<file path="src/bus_types_pkg.sv">
// Bus widths and vector types

package bus_types_pkg;

  // Byte address and data word of the device bus.
  typedef logic [31:0] addr_t;
  typedef logic [31:0] data_t;

  // One enable per byte lane.
  typedef logic [3:0] be_t;

  // RAM holds 4 KiB of 32-bit words.
  localparam int unsigned RamWords = 1024;

  typedef logic [9:0] word_idx_t;

endpackage
</file>
<file path="src/soc_map_pkg.sv">
// Peripheral address map

package soc_map_pkg;

  // Device windows, each aligned to its size.
  localparam bus_types_pkg::addr_t RamStart   = 32'h0010_0000;
  localparam bus_types_pkg::addr_t RamSize    = 32'h0000_1000; // 4 KiB.
  localparam bus_types_pkg::addr_t RamMask    = ~(RamSize - 32'd1);

  localparam bus_types_pkg::addr_t GpioStart  = 32'h8000_0000;
  localparam bus_types_pkg::addr_t GpioSize   = 32'h0000_1000; // 4 KiB.
  localparam bus_types_pkg::addr_t GpioMask   = ~(GpioSize - 32'd1);

  localparam bus_types_pkg::addr_t TimerStart = 32'h8000_2000;
  localparam bus_types_pkg::addr_t TimerSize  = 32'h0000_1000; // 4 KiB.
  localparam bus_types_pkg::addr_t TimerMask  = ~(TimerSize - 32'd1);

  typedef enum logic [1:0] {
    dev_ram,
    dev_gpio,
    dev_timer,
    dev_none
  } dev_sel_e;

  // Register offset inside a 4 KiB peripheral window.
  typedef logic [11:0] reg_off_t;

  localparam reg_off_t GpioOutOff    = 12'h000;
  localparam reg_off_t GpioInOff     = 12'h004;

  localparam reg_off_t MtimeLoOff    = 12'h000;
  localparam reg_off_t MtimeHiOff    = 12'h004;
  localparam reg_off_t MtimecmpLoOff = 12'h008;
  localparam reg_off_t MtimecmpHiOff = 12'h00C;

  typedef logic [7:0]  gpi_t;
  typedef logic [15:0] gpo_t;
  typedef logic [63:0] mtime_t;

endpackage

</file>
<file path="src/dev_bus_if.sv">
// Device request and response bus
`timescale 1ns/1ps

interface dev_bus_if;
  import bus_types_pkg::*;

  logic  req;   // One cycle per access.
  logic  we;
  be_t   be;
  addr_t addr;
  data_t wdata;
  logic  rvalid; // Follows req by one cycle.
  data_t rdata;

  modport host (
    output req,
    output we,
    output be,
    output addr,
    output wdata,
    input  rvalid,
    input  rdata
  );

  modport device (
    input  req,
    input  we,
    input  be,
    input  addr,
    input  wdata,
    output rvalid,
    output rdata
  );

endinterface

</file>
<file path="src/wb_decoder.sv">
// Wishbone slave and address decoder
`timescale 1ns/1ps

module wb_decoder (
  input  logic                 clk_sys_i,
  input  logic                 rst_sys_ni,
  input  logic                 wb_cyc_i,
  input  logic                 wb_stb_i,
  input  logic                 wb_we_i,
  input  bus_types_pkg::addr_t wb_adr_i,
  input  bus_types_pkg::be_t   wb_sel_i,
  input  bus_types_pkg::data_t wb_dat_i,
  output bus_types_pkg::data_t wb_dat_o,
  output logic                 wb_ack_o,
  output logic                 wb_err_o,
  dev_bus_if.host              ram_bus,
  dev_bus_if.host              gpio_bus,
  dev_bus_if.host              timer_bus
);
  import soc_map_pkg::*;

  typedef enum logic {
    st_idle,
    st_wait
  } state_e;

  state_e   state_q;
  dev_sel_e dev_sel;
  dev_sel_e sel_q;
  logic     start;

  always_comb begin
    if ((wb_adr_i & RamMask) == RamStart) begin
      dev_sel = dev_ram;
    end else if ((wb_adr_i & GpioMask) == GpioStart) begin
      dev_sel = dev_gpio;
    end else if ((wb_adr_i & TimerMask) == TimerStart) begin
      dev_sel = dev_timer;
    end else begin
      dev_sel = dev_none;
    end
  end

  assign start = (state_q == st_idle) && wb_cyc_i && wb_stb_i; // New transfer seen.

  assign ram_bus.req   = start && (dev_sel == dev_ram);
  assign gpio_bus.req  = start && (dev_sel == dev_gpio);
  assign timer_bus.req = start && (dev_sel == dev_timer);

  // Request fields go to every device. Only req is routed.
  assign ram_bus.we      = wb_we_i;
  assign ram_bus.be      = wb_sel_i;
  assign ram_bus.addr    = wb_adr_i;
  assign ram_bus.wdata   = wb_dat_i;
  assign gpio_bus.we     = wb_we_i;
  assign gpio_bus.be     = wb_sel_i;
  assign gpio_bus.addr   = wb_adr_i;
  assign gpio_bus.wdata  = wb_dat_i;
  assign timer_bus.we    = wb_we_i;
  assign timer_bus.be    = wb_sel_i;
  assign timer_bus.addr  = wb_adr_i;
  assign timer_bus.wdata = wb_dat_i;

  always_ff @(posedge clk_sys_i or negedge rst_sys_ni) begin
    if (!rst_sys_ni) begin
      state_q <= st_idle;
      sel_q   <= dev_none;
    end else if (start) begin
      state_q <= st_wait;
      sel_q   <= dev_sel;
    end else begin
      state_q <= st_idle; // Response cycle always lasts one cycle.
    end
  end

  always_comb begin
    wb_ack_o = 1'b0;
    wb_dat_o = '0;
    if (state_q == st_wait) begin
      case (sel_q)
        dev_ram: begin
          wb_ack_o = ram_bus.rvalid;
          wb_dat_o = ram_bus.rdata;
        end
        dev_gpio: begin
          wb_ack_o = gpio_bus.rvalid;
          wb_dat_o = gpio_bus.rdata;
        end
        dev_timer: begin
          wb_ack_o = timer_bus.rvalid;
          wb_dat_o = timer_bus.rdata;
        end
        default: ;
      endcase
    end
  end

  assign wb_err_o = (state_q == st_wait) && (sel_q == dev_none);

endmodule

</file>
<file path="src/flat_wrapper.sv">
// flat-port wrapper written by rule: the top's interface ports become plain ports
module wb_decoder_flat import soc_map_pkg::*;
  (clk_sys_i, rst_sys_ni, wb_cyc_i, wb_stb_i, wb_we_i, wb_adr_i, wb_sel_i, wb_dat_i, wb_dat_o, wb_ack_o, wb_err_o, ram_bus_req, ram_bus_we, ram_bus_be, ram_bus_addr, ram_bus_wdata, ram_bus_rvalid, ram_bus_rdata, gpio_bus_req, gpio_bus_we, gpio_bus_be, gpio_bus_addr, gpio_bus_wdata, gpio_bus_rvalid, gpio_bus_rdata, timer_bus_req, timer_bus_we, timer_bus_be, timer_bus_addr, timer_bus_wdata, timer_bus_rvalid, timer_bus_rdata);
  dev_bus_if ram_bus_i ();
  dev_bus_if gpio_bus_i ();
  dev_bus_if timer_bus_i ();
  input  logic clk_sys_i;
  input  logic rst_sys_ni;
  input  logic wb_cyc_i;
  input  logic wb_stb_i;
  input  logic wb_we_i;
  input  bus_types_pkg::addr_t wb_adr_i;
  input  bus_types_pkg::be_t wb_sel_i;
  input  bus_types_pkg::data_t wb_dat_i;
  output bus_types_pkg::data_t wb_dat_o;
  output logic wb_ack_o;
  output logic wb_err_o;
  output wire logic [$bits(ram_bus_i.req)-1:0] ram_bus_req;
  output wire logic [$bits(ram_bus_i.we)-1:0] ram_bus_we;
  output wire logic [$bits(ram_bus_i.be)-1:0] ram_bus_be;
  output wire logic [$bits(ram_bus_i.addr)-1:0] ram_bus_addr;
  output wire logic [$bits(ram_bus_i.wdata)-1:0] ram_bus_wdata;
  input wire logic [$bits(ram_bus_i.rvalid)-1:0] ram_bus_rvalid;
  input wire logic [$bits(ram_bus_i.rdata)-1:0] ram_bus_rdata;
  output wire logic [$bits(gpio_bus_i.req)-1:0] gpio_bus_req;
  output wire logic [$bits(gpio_bus_i.we)-1:0] gpio_bus_we;
  output wire logic [$bits(gpio_bus_i.be)-1:0] gpio_bus_be;
  output wire logic [$bits(gpio_bus_i.addr)-1:0] gpio_bus_addr;
  output wire logic [$bits(gpio_bus_i.wdata)-1:0] gpio_bus_wdata;
  input wire logic [$bits(gpio_bus_i.rvalid)-1:0] gpio_bus_rvalid;
  input wire logic [$bits(gpio_bus_i.rdata)-1:0] gpio_bus_rdata;
  output wire logic [$bits(timer_bus_i.req)-1:0] timer_bus_req;
  output wire logic [$bits(timer_bus_i.we)-1:0] timer_bus_we;
  output wire logic [$bits(timer_bus_i.be)-1:0] timer_bus_be;
  output wire logic [$bits(timer_bus_i.addr)-1:0] timer_bus_addr;
  output wire logic [$bits(timer_bus_i.wdata)-1:0] timer_bus_wdata;
  input wire logic [$bits(timer_bus_i.rvalid)-1:0] timer_bus_rvalid;
  input wire logic [$bits(timer_bus_i.rdata)-1:0] timer_bus_rdata;
  assign ram_bus_req = ram_bus_i.req;
  assign ram_bus_we = ram_bus_i.we;
  assign ram_bus_be = ram_bus_i.be;
  assign ram_bus_addr = ram_bus_i.addr;
  assign ram_bus_wdata = ram_bus_i.wdata;
  assign ram_bus_i.rvalid = ram_bus_rvalid;
  assign ram_bus_i.rdata = ram_bus_rdata;
  assign gpio_bus_req = gpio_bus_i.req;
  assign gpio_bus_we = gpio_bus_i.we;
  assign gpio_bus_be = gpio_bus_i.be;
  assign gpio_bus_addr = gpio_bus_i.addr;
  assign gpio_bus_wdata = gpio_bus_i.wdata;
  assign gpio_bus_i.rvalid = gpio_bus_rvalid;
  assign gpio_bus_i.rdata = gpio_bus_rdata;
  assign timer_bus_req = timer_bus_i.req;
  assign timer_bus_we = timer_bus_i.we;
  assign timer_bus_be = timer_bus_i.be;
  assign timer_bus_addr = timer_bus_i.addr;
  assign timer_bus_wdata = timer_bus_i.wdata;
  assign timer_bus_i.rvalid = timer_bus_rvalid;
  assign timer_bus_i.rdata = timer_bus_rdata;
  wb_decoder u_core (.clk_sys_i(clk_sys_i), .rst_sys_ni(rst_sys_ni), .wb_cyc_i(wb_cyc_i), .wb_stb_i(wb_stb_i), .wb_we_i(wb_we_i), .wb_adr_i(wb_adr_i), .wb_sel_i(wb_sel_i), .wb_dat_i(wb_dat_i), .wb_dat_o(wb_dat_o), .wb_ack_o(wb_ack_o), .wb_err_o(wb_err_o), .ram_bus(ram_bus_i), .gpio_bus(gpio_bus_i), .timer_bus(timer_bus_i));
endmodule
</file>
<file path="config.mk">
export PLATFORM = sky130hd
export DESIGN_NAME = wb_decoder_flat
export DESIGN_NICKNAME = d
export VERILOG_FILES = /design/src/bus_types_pkg.sv /design/src/soc_map_pkg.sv /design/src/dev_bus_if.sv /design/src/wb_decoder.sv /design/src/flat_wrapper.sv
export SDC_FILE = /design/constraint.sdc
export NUM_CORES = 1
export LEC_CHECK = 0
export BUFFER_PORTS_ARGS = -buffer_cell sky130_fd_sc_hd__buf_2
export CAP_MARGIN = 40
export CELL_PAD_IN_SITES_DETAIL_PLACEMENT = 0
export CELL_PAD_IN_SITES_GLOBAL_PLACEMENT = 1
export CORE_AREA = 2 2 162 164
export DETAILED_ROUTE_END_ITERATION = 8
export DIE_AREA = 0 0 164 166
export PLACE_DENSITY = 0.59
export SLEW_MARGIN = 20
export SYNTH_ARGS = -nofsm -noshare
export SYNTH_HDL_FRONTEND = slang
export SYNTH_SLANG_ARGS = --single-unit
</file>
<file path="constraint.sdc">
create_clock -name clk_sys_i -period 1.8 [get_ports clk_sys_i]
set_clock_uncertainty 0.1 [all_clocks]
set_input_delay 0.09 -clock clk_sys_i [delete_from_list [all_inputs] [get_ports clk_sys_i]]
set_output_delay 0.09 -clock clk_sys_i [all_outputs]
set_load 0.01 [all_outputs]
</file>
==> summary.txt, run 1 <==
Placed design
  – PortBufs: 219
  – DP Area: 2790 sq um
  – Routability congestion estimate: 0.701
  – DP HPWL: 7.87 mm
  – Pre-CTS setup slack: 0.0528 ns

Yosys
  – Flip-flop and latch count after synthesis: 3
  – Yosys warns: 0
  – Gate Count Post-Synth: 377
  – Cell area after synthesis: 2810 sq um
  – Top FF cell, synth: dfstp_2
  – Seq/Total Area, Yosys: 0.0276
  – Commonest cells post-synth: buf_4 (210), nand2_1 (34), a21boi_1 (33), mux2i_1 (33), or2_1 (30)
  – Mean post-synth cell area: 7.45 sq um
  – Post-synth cell types: 27
  – Number of synthesized flops with an enable pin: 0
  – Share of the synthesized area in the top cell type: 0.561
  – Most frequent cell after synthesis: buf_4
  – Syn Nets: 549
  – Area leader, netlist: buf_4
  – Post-synthesis async set-or-reset flop share: 1.00
  – Synth area leaders: buf_4 (56%), mux2i_1 (12%), a21boi_1 (8.8%)

Finish
  – Final Instance Area: 3030 sq um
  – Total Nets Final: 569
  – Fillcell total: 2999
  – N_diodes: 0
  – Final Util: 0.118
  – Share of cells above drive strength 1: 0.644
  – Area Overhead vs Synth: 7.75%

GRT
  – Grt ovf: 0
  – First-pass GRT wire length: 12.8 mm
  – Vias in the first global route: 2081
  – Total track usage: 0.0628
  – Largest net degree at the start of global routing: 35
  – Initial antenna violation count: 0

Detailed routing
  – DR iter-0 viols: 52
  – Routed vias: 2237
  – Final routed DRC violation total: 0
  – Final WL: 9.56 mm
  – Avg WL per Cell: 13.1 um
  – Vias/cell: 3.06
  – ANT nets after route: 0
  – DR pass1 iterations: 4

Floorplan
  – Starting Density: 0.110
  – Die H: 166 um
  – Die area: 27200 sq um
  – # IOs: 416
  – Core box area: 25600 sq um
  – FP Rows: 59
  – Die width: 164 um

Critical path
  – Critical path fanouts, max: 22
  – Worst Setup SP: u_core.sel_q[1]$_DFFE_PN1P_
  – Cell Chain, Critical Path: buf_12 -> clkbuf_16 -> nor2b_4 -> buf_12 -> nand2_1 -> a21boi_1 -> buf_2
  – Arr. time, crit path: 1.65 ns
  – Worst Path Buf+Inv: 4
  – CP delay by family, top: buffers and inverters
  – Required time worst endpoint: 1.61 ns
  – Critical Path Sink Type: primary output
  – Slowest CP cell: dfstp_2
  – Setup CP Type: flop to primary output
  – CP most frequent cell: buf_12
  – Setup crit start kind: flop
  – Max incr delay on CP: 0.36 ns
  – FF-to-FF Start: u_core.state_q$_DFF_PN0_

Timing
  – Actual transition at the worst max-transition pin: 0.357 ns
  – Slew Limit Fails: 0
  – Min Tclk post-route: 1.84 ns
  – Number of setup violations in the final report: 16
  – Fin. Hold Viols: 0
  – Max Clk Rate: 544 MHz
  – Fin worst setup slack: -0.0367 ns
  – Fin Setup TNS: -0.150 ns
  – RSZ-0062 raised after global routing: true
  – Fin crit share: 1.02
  – Final Hold Slack: 0.0800 ns
  – Worst relative slew slack: 0.762

Clocking
  – CTS clock-pin slew for the worst setup and hold paths: 0.03 ns
  – Num CTS Buffers: 3
  – Clock sink total: 3
  – CTS max path bufs: 2
  – CTS root buf: clkbuf_16
  – CTS HTree Levels: 1
  – TritonCTS clock tree: built
  – Worst-Skew Late Latency: 0.23 ns

Run status
  – Failing checks: negative setup slack
  – Status: finished with violations

Power and ir drop
  – Worst vdd ir: 185 uV
  – Static leakage: 1.58 nW
  – PwrDens: 253 nW/um^2

Job
  – Max_cap viols: 0

Hold path
  – HP Class: input port to primary output
  – Hold Crit Start: wb_adr_i[2]
==> state kept, by name (all words and copies together) (netlist names) <==
name and flops:
u_core.sel_q 2, u_core.state_q 1
==> power breakdown <==
group | switching [mW] | total [mW] | leakage [nW] | internal [mW]
logic | 0.159 | 0.340 | 1.51 | 0.180
registers | 0.000444 | 0.0697 | 0.0342 | 0.0693
clock network | 0.0648 | 0.357 | 0.0382 | 0.293
total | 0.225 | 0.767 | 1.58 | 0.542
==> path summary, 6_finish.rpt <==
| kind | endpoint | slack [ns] | depth (start not counted) |
|---|---|---|---|
| setup reg to reg | u_core.sel_q[1]$_DFFE_PN1P_ | 0.44 | 3 |
| hold reg to reg | u_core.sel_q[0]$_DFFE_PN1P_ | 0.47 | 1 |
| max in group asynchronous | u_core.sel_q[1]$_DFFE_PN1P_ | 1.28 | 2 |
| setup / recovery | wb_dat_o[2] | -0.04 | 7 |
| hold / removal | ram_bus_addr[2] | 0.08 | 0 |
| min in group asynchronous | u_core.state_q$_DFF_PN0_ | 0.11 | 2 |
==> final cells by class <==
cell class,instances,area [sq um],share of cell area
tap,335,419,0.138
timing repair buffer,236,1340,0.441
clock buffer,4,78.8,0.0260
sequential,3,77.6,0.0256
multi-input combinational,153,1120,0.369
==> logic make-up (layout without fill, tap and decap cells) <==
logic type,after synthesis,in the layout,share of synthesized area
AND/OR/NAND/NOR,84,84,0.169
multiplexers,33,33,0.118
AO/OA/AOI/OAI,36,36,0.0980
flip-flops,3,3,0.0276
buffers and inverters,221,240,0.588
==> metrics by stage <==
stage,std cells,power [mW]
2_1_floorplan,377,0.598
3_3_place_gp,723,0.417
3_5_place_dp,723,0.416
4_1_cts,728,0.783
5_1_grt,731,0.825
6_report,731,0.767
==> layout by cell type (no fill, tap or decap), drive strengths merged, types with 2 or more instances in the layout <==
master	count
clkbuf	5
mux2i	33
or2	33
nor4	4
a21boi	33
nor3	3
o32a	2
nand2	34
dfstp	2
buf	234
nand2b	2
==> layer usage <==
metal	global-route usage	routed length, um	vias up
met3	0.0375	1450	36
met2	0.0957	4120	221
met5	0	0	-
li1	-	-	1046
met1	0.0721	3720	934
met4	0.0225	263	0
==> what timing repair did <==
item,4_1_cts,5_1_grt
hold buffers,1,0
pin swaps,7,4
gates cloned,1,1
resized for setup,10,13
hold endpoints to repair,3,0
setup buffers,1,2
endpoints found under the setup margin,33,34
No activity file was read; power rests on OpenSTA's default activity.
==> inputs of run 2 (changes only) <==
Settings changed: ABC_AREA set to 1, CORE_AREA 2 2 162 164 to 2 2 163 165, DIE_AREA 0 0 164 166 to 0 0 165 167, PLACE_DENSITY 0.59 to 0.6, TNS_END_PERCENT set to 10.
==> run 2 against run 1 <==
  * The run now ends clean
  * Worst setup slack better by 0.075 ns
  * Fmax is 4.2% higher
  * Clock power hardly changed
  * Non-clock buffer count is 1 higher
  * Hold slack hardly changed
  * Clock-buffer cell count stayed put
  * Sequential cell count stayed put
  * Synthesized area is 4.1% lower
  * Via count is 17% higher
  * Die area is 1.2% higher
  * Largest cell class unchanged
  * Largest power group is now combinational cells
  * Highest routed layer unchanged
==> summary.txt, run 2 <==
Yosys
  – Synth area leaders: buf_4 (58%), nand2_1 (20%), nand3_1 (7.4%)
  – Syn Nets: 647 (+18%)
  – Top FF cell, synth: dfstp_2
  – Mean post-synth cell area: 5.67 sq um (-24%)
  – Post-synth cell types: 12 (-56%)
  – Flip-flop and latch count after synthesis: 3 (unchanged)
  – Post-synthesis async set-or-reset flop share: 1.00 (unchanged)
  – Seq/Total Area, Yosys: 0.0288 (+0.00118)
  – Yosys warns: 0 (unchanged)
  – Most frequent cell after synthesis: buf_4
  – Number of synthesized flops with an enable pin: 0 (unchanged)
  – Share of the synthesized area in the top cell type: 0.579 (+0.0184)
  – Commonest cells post-synth: buf_4 (208), nand2_1 (146), inv_1 (43)
  – Gate Count Post-Synth: 475 (+26%)
  – Cell area after synthesis: 2700 sq um (-4.1%)
  – Area leader, netlist: buf_4

Detailed routing
  – Final routed DRC violation total: 0 (unchanged)
  – Avg WL per Cell: 13.7 um (+5.1%)
  – Final WL: 11.4 mm (+20%)
  – DR pass1 iterations: 4 (unchanged)
  – DR iter-0 viols: 87 (+67%)
  – Vias/cell: 3.14 (+2.7%)
  – ANT nets after route: 0 (unchanged)
  – Routed vias: 2616 (+17%)

Timing
  – Number of setup violations in the final report: 0 (-16)
  – Fin crit share: 0.979 (-0.0415)
  – Max Clk Rate: 568 MHz (+4.2%)
  – RSZ-0062 raised after global routing: true
  – Worst relative slew slack: 0.725 (-0.0371)
  – Slew Limit Fails: 0 (unchanged)
  – Min Tclk post-route: 1.76 ns (-0.0748 ns)
  – Actual transition at the worst max-transition pin: 0.413 ns (+0.0556 ns)
  – Fin. Hold Viols: 0 (unchanged)
  – Final Hold Slack: 0.0800 ns (-0.000000300 ns)

Critical path
  – FF-to-FF Start: u_core.state_q$_DFF_PN0_
  – Max incr delay on CP: 0.57 ns (+0.21 ns)
  – Setup CP Type: flop to primary output
  – R2r setup slk: 0.69 ns (+0.25 ns)
  – Required time worst endpoint: 1.61 ns (about the same)
  – Crit Reg-Reg Endpoint: u_core.sel_q[1]$_DFFE_PN1P_
  – Critical path fanouts, max: 9 (-59%)
  – CP delay by family, top: flip-flops
  – Arr. time, crit path: 1.57 ns (-0.08 ns)
  – Slowest CP cell: dfstp_2
  – Critical Path Sink Type: primary output
  – Setup crit start kind: flop
  – Reg2Reg Depth: 6 (+3)
  – Worst Path Buf+Inv: 5 (+1)
  – Cell Chain, Critical Path: inv_1 -> nand2_2 -> inv_4 -> buf_12 -> nand2_1 -> nand3_2 -> nand2_1 -> inv_1 -> buf_2

Finish
  – Total Nets Final: 669 (+18%)
  – Reg with most FFs: u_core.sel_q
  – Area Overhead vs Synth: 14.6%
  – Commonest cells after routing, fill and taps aside: buf_2 (212), nand2_1 (128), inv_1 (40)
  – Max reg flops: 2 (unchanged)
  – Commonest non-fill, non-tap cell in the layout: buf_2
  – Fillcell total: 3069 (+2.3%)
  – Regs by FF count: u_core.sel_q: 2 flops, u_core.state_q: 1 flops
  – FF+latch area: 77.6 sq um (unchanged)
  – Share of cells above drive strength 1: 0.550 (-0.0935)
  – Layout Cells excl Fill: 832 (+14%)
  – Area of the multi-input gates: 926 sq um (-17%)

GRT
  – Vias in the first global route: 2207 (+6.1%)
  – Total track usage: 0.0647 (+0.00191)
  – First-pass GRT wire length: 13.2 mm (+3.2%)
  – Grt ovf: 0 (unchanged)
  – Initial antenna violation count: 1 (+1)
  – Largest net degree at the start of global routing: 34 (-2.9%)

Placed design
  – PortBufs: 219 (unchanged)
  – DP HPWL: 8.52 mm (+8.2%)
  – Routability congestion estimate: 0.734 (+4.7%)
  – Placed Cells: 818 (+13%)

Hold path
  – Hold worst-path end: gpio_bus_addr[0]
  – Hold Crit Depth: 0 (unchanged)
  – Hold Crit Start: wb_adr_i[0]
  – HP Class: input port to primary output

Floorplan
  – Core box area: 25800 sq um (+0.58%)
  – Die area: 27600 sq um (+1.2%)
  – Die width: 165 um (+0.61%)
  – Die H: 167 um (+0.60%)
  – Starting Density: 0.105 (-0.00510)
  – # IOs: 416 (unchanged)
  – FP Rows: 59 (unchanged)

Clocking
  – CTS root buf: clkbuf_16
  – CTS max path bufs: 2 (unchanged)
  – CTS clock-pin slew for the worst setup and hold paths: 0.03 ns (about the same)
  – CTS HTree Levels: 1 (unchanged)
  – Num CTS Buffers: 3 (unchanged)
  – Clock sink total: 3 (unchanged)
  – TritonCTS clock tree: built
  – Worst-Skew Late Latency: 0.22 ns (about the same)

Run status
  – Status: completed

Power and ir drop
  – PwrDens: 451 nW/um^2 (+78%)
  – Worst vdd ir: 273 uV (+48%)
  – Static leakage: 1.92 nW (+22%)

Job
  – Max_cap viols: 0 (unchanged)
==> run 2: cell count changes after synthesis, moves of 3 or more <==
cell / change
a21boi_1: -33
buf_1: +3
buf_2: +5
buf_6: -4
clkbuf_1: -3
inv_1: +43
mux2i_1: -33
nand2_1: +112
nand3_1: +40
nor2_1: +18
or2_0: -3
or2_1: -30
==> run 2: cell type report <==
cell class                 count  share of cell area
tap                          335               0.136
clock buffer                   4              0.0255
timing repair buffer         237               0.456
multi-input combinational    207               0.300
antenna                        1            0.000810
sequential                     3              0.0251
inverter                      45              0.0571
==> run 2: what timing repair did <==
action                                  in CTS  in global routing
hold endpoints to repair                     3                  0
endpoints found under the setup margin      21                 31
buffers inserted                             1                  2
resized for setup                            1                 39
cloned                                       0                  5
pin swaps                                    1                  0
hold buffers                                 1                  0
==> run 2: per-layer routing <==
metal,vias to the layer above,global-route usage,share of wire,wire (um)
li1,1250,-,-,-
met1,1095,0.0674,0.36,4110
met2,252,0.102,0.45,5120
met3,19,0.0506,0.17,1970
met4,0,0.0159,0.019,217
met5,-,0,0,0
==> run 2: cell families (layout without fill, tap and decap cells) <==
family	after synthesis	count (layout)	synth area share
flip-flops	3	3	0.0288
buffers and inverters	265	286	0.663
AND/OR/NAND/NOR	207	207	0.308
other	0	1	0
==> run 2: power breakdown <==
part,total [mW],internal (mW),switching [mW]
logic,0.949,0.435,0.514
registers,0.0916,0.0811,0.0105
clock network,0.354,0.292,0.0615
==> run 2: how the worst max path moves through the flow <==
stage	startpoint	end	slack [ns]	cells past startpoint
after floorplan	u_core.sel_q[0]$_DFFE_PN1P_	wb_dat_o[13]	0.50	7
after global placement	u_core.sel_q[0]$_DFFE_PN1P_	wb_dat_o[11]	-0.08	6
after detailed placement	u_core.sel_q[0]$_DFFE_PN1P_	wb_dat_o[11]	0.17	7
after CTS	u_core.sel_q[0]$_DFFE_PN1P_	wb_dat_o[19]	0.008	8
after global routing	u_core.sel_q[0]$_DFFE_PN1P_	wb_dat_o[7]	-0.05	9
final	u_core.sel_q[1]$_DFFE_PN1P_	wb_dat_o[31]	0.04	9
==> run 2: through the flow <==
| step | setup WS (ns) | util | cell area, sq um | total power, mW | TNS [ns] |
|---|---|---|---|---|---|
| floorplan | 0.504 | - | 2700 | 0.881 | 0 |
| global placement | -0.0773 | 0.104 | 2680 | 0.850 | -0.162 |
| detailed placement | 0.170 | 0.105 | 2710 | 0.863 | 0 |
| CTS | 0.00802 | 0.110 | 2820 | 1.24 | 0 |
| finish | 0.0381 | 0.120 | 3090 | 1.39 | 0 |
| global route | -0.0512 | 0.120 | 3090 | 1.51 | -1.12 |
==> inputs of run 3 (changes only) <==
Settings changed: SETUP_SLACK_MARGIN set to 0.3.
Clock period 1.8 ns to 1.85 ns, I/O delays scaled along.
==> run 3 against run 2 <==
  * First-iteration DRC count is 23% higher
  * Clock power is 3% lower
  * Sequential power is 2% lower
  * Sequential cell count stayed put
  * Core utilization is 0.93 points higher
  * Final cell count is 0.96% higher
  * Wire length is 0.89% lower
  * Hold slack worse by 0.041 ns
  * Clock-buffer cell count stayed put
  * Register-to-register slack better by 0.07 ns
  * Non-clock buffer count is 7 higher
==> summary.txt, run 3 (synthesis gave the netlist of run 2 again) <==
Run status
  – Status: completed

Placed design
  – DP HPWL: 8.62 mm (+1.2%)
  – PortBufs: 219 (unchanged)
  – Pre-CTS setup slack: 0.196 ns (+0.0262 ns)
  – DP Area: 2710 sq um (unchanged)
  – Routability congestion estimate: 0.773 (+5.2%)

Timing
  – Worst relative slew slack: 0.721 (-0.00349)
  – Fin worst setup slack: 0.0246 ns (-0.0135 ns)
  – Slew Limit Fails: 0 (unchanged)
  – Actual transition at the worst max-transition pin: 0.418 ns (+0.00523 ns)
  – RSZ-0062 raised after global routing: true
  – Number of setup violations in the final report: 0 (unchanged)
  – Max Clk Rate: 548 MHz
  – Fin crit share: 0.987
  – Fin. Hold Viols: 0 (unchanged)
  – Min Tclk post-route: 1.83 ns

Floorplan
  – Die area: 27600 sq um (unchanged)
  – FP Rows: 59 (unchanged)
  – Starting Density: 0.105 (unchanged)
  – Die width: 165 um (unchanged)
  – # IOs: 416 (unchanged)
  – Core box area: 25800 sq um (unchanged)
  – Die H: 167 um (unchanged)

Clocking
  – CTS root buf: clkbuf_16
  – Worst-Skew Late Latency: 0.22 ns (about the same)
  – Num CTS Buffers: 3 (unchanged)
  – CTS max path bufs: 2 (unchanged)
  – Clock sink total: 3 (unchanged)
  – CTS clock-pin slew for the worst setup and hold paths: 0.03 ns (about the same)
  – CTS HTree Levels: 1 (unchanged)
  – TritonCTS clock tree: built

Finish
  – Fillcell total: 3034 (-1.1%)
  – Area Overhead vs Synth: 23.5%
  – Commonest cells after routing, fill and taps aside: buf_2 (206), nand2_1 (118), inv_1 (36)
  – Total Nets Final: 676 (+1.0%)
  – Commonest non-fill, non-tap cell in the layout: buf_2
  – Final Util: 0.129 (+0.00932)
  – Max reg flops: 2 (unchanged)
  – Share of cells above drive strength 1: 0.594 (+0.0440)
  – Regs by FF count: u_core.sel_q: 2 flops, u_core.state_q: 1 flops
  – Final Instance Area: 3330 sq um (+7.8%)
  – Reg with most FFs: u_core.sel_q

Hold path
  – HP Class: input port to flop

GRT
  – Met1 usage: 0.0731 (+0.00569)
  – GR peak layer: met2
  – Grt ovf: 0 (unchanged)
  – Largest net degree at the start of global routing: 34 (unchanged)
  – Vias in the first global route: 2312 (+4.8%)
  – First-pass GRT wire length: 14.5 mm (+9.9%)
  – GR Util met2: 0.117 (+0.0156)
  – Initial antenna violation count: 2 (+1)
  – Met3 Use GR: 0.0535 (+0.00299)
  – Total track usage: 0.0716 (+0.00686)

Critical path
  – Critical Path Sink Type: primary output
  – Required time worst endpoint: 1.66 ns (+0.05 ns)
  – Critical path fanouts, max: 8 (-1)
  – Setup crit start kind: flop
  – Setup CP Type: flop to primary output
  – Arr. time, crit path: 1.63 ns (+0.06 ns)

Detailed routing
  – Routed vias: 2680 (+2.4%)
  – Vias/cell: 3.19 (+1.5%)
  – DR iter-0 viols: 107 (+23%)
  – Final routed DRC violation total: 0 (unchanged)
  – Avg WL per Cell: 13.5 um (-1.8%)
  – DR pass1 iterations: 4 (unchanged)
  – ANT nets after route: 0 (unchanged)
  – Final WL: 11.3 mm (-0.89%)

Job
  – Max_cap viols: 0 (unchanged)

Power and ir drop
  – Worst vdd ir: 249 uV (-9.0%)
  – Static leakage: 2.03 nW (+5.4%)
  – PwrDens: 445 nW/um^2 (-1.4%)
-- run 3: what timing repair did --
action                                 CTS  global route
resized for setup                       20            66
setup endpoints to repair               33            36
buffers inserted                        10             0
hold buffers                             1             0
cloned                                   4             1
endpoints found under the hold margin    3             0
pin swaps                                3             6
-- run 3: per-layer routing --
layer  vias up  part of all wire
li1       1266                 -
met1      1117              0.37
met2       276              0.44
met3        21              0.17
met4         0             0.016
met5         -                 0
-- run 3: where the power goes --
| part | leakage, nW | total, mW | switching, mW | internal, mW |
|---|---|---|---|---|
| clock network | 0.0382 | 0.344 | 0.0596 | 0.284 |
| logic | 1.96 | 1.05 | 0.533 | 0.515 |
| registers | 0.0342 | 0.0901 | 0.0111 | 0.0789 |
| total | 2.03 | 1.48 | 0.603 | 0.878 |
-- run 3: cell type report --
| cell class | count | area, sq um | area share |
|---|---|---|---|
| Sequential cell | 3 | 77.6 | 0.0233 |
| Timing Repair Buffer | 244 | 1560 | 0.470 |
| Antenna cell | 2 | 5.00 | 0.00150 |
| Clock buffer | 4 | 78.8 | 0.0237 |
| Multi-Input combinational cell | 207 | 1000 | 0.301 |
| Tap cell | 335 | 419 | 0.126 |
| Inverter | 45 | 184 | 0.0552 |
-- run 3: through the flow --
stage	cells	total power, mW	TNS [ns]	hold WS (ns)
6_report	840	1.48	0	0.0393
5_1_grt	838	1.61	-0.828	0.0723
4_1_cts	837	1.42	0	0.0851
3_5_place_dp	818	0.839	0	-0.200
3_3_place_gp	817	0.828	-0.0246	-0.204
2_1_floorplan	475	0.857	0	-0.303
-- run 3: final timing paths --
check,end,slack [ns],from,cells after the start
worst max-delay path,wb_dat_o[3],0.02,u_core.sel_q[1]$_DFFE_PN1P_,10
worst min-delay path,u_core.state_q$_DFF_PN0_,0.04,wb_cyc_i,3
worst max register to register,u_core.sel_q[1]$_DFFE_PN1P_,0.76,u_core.state_q$_DFF_PN0_,6
worst min register to register,u_core.state_q$_DFF_PN0_,0.47,u_core.state_q$_DFF_PN0_,3
max in group asynchronous,u_core.sel_q[1]$_DFFE_PN1P_,1.32,rst_sys_ni,2
min in group asynchronous,u_core.state_q$_DFF_PN0_,0.13,rst_sys_ni,2
-- run 3: worst max-delay path: stages, from the launching register on --
cell	delay [ns]
dfstp_2	0.57
inv_2	0.06
nand2_4	0.08
inv_8	0.05
buf_12	0.13
clkbuf_16	0.16
nand2_1	0.06
nand3_1	0.07
nand2_1	0.06
inv_1	0.04
buf_2	0.13
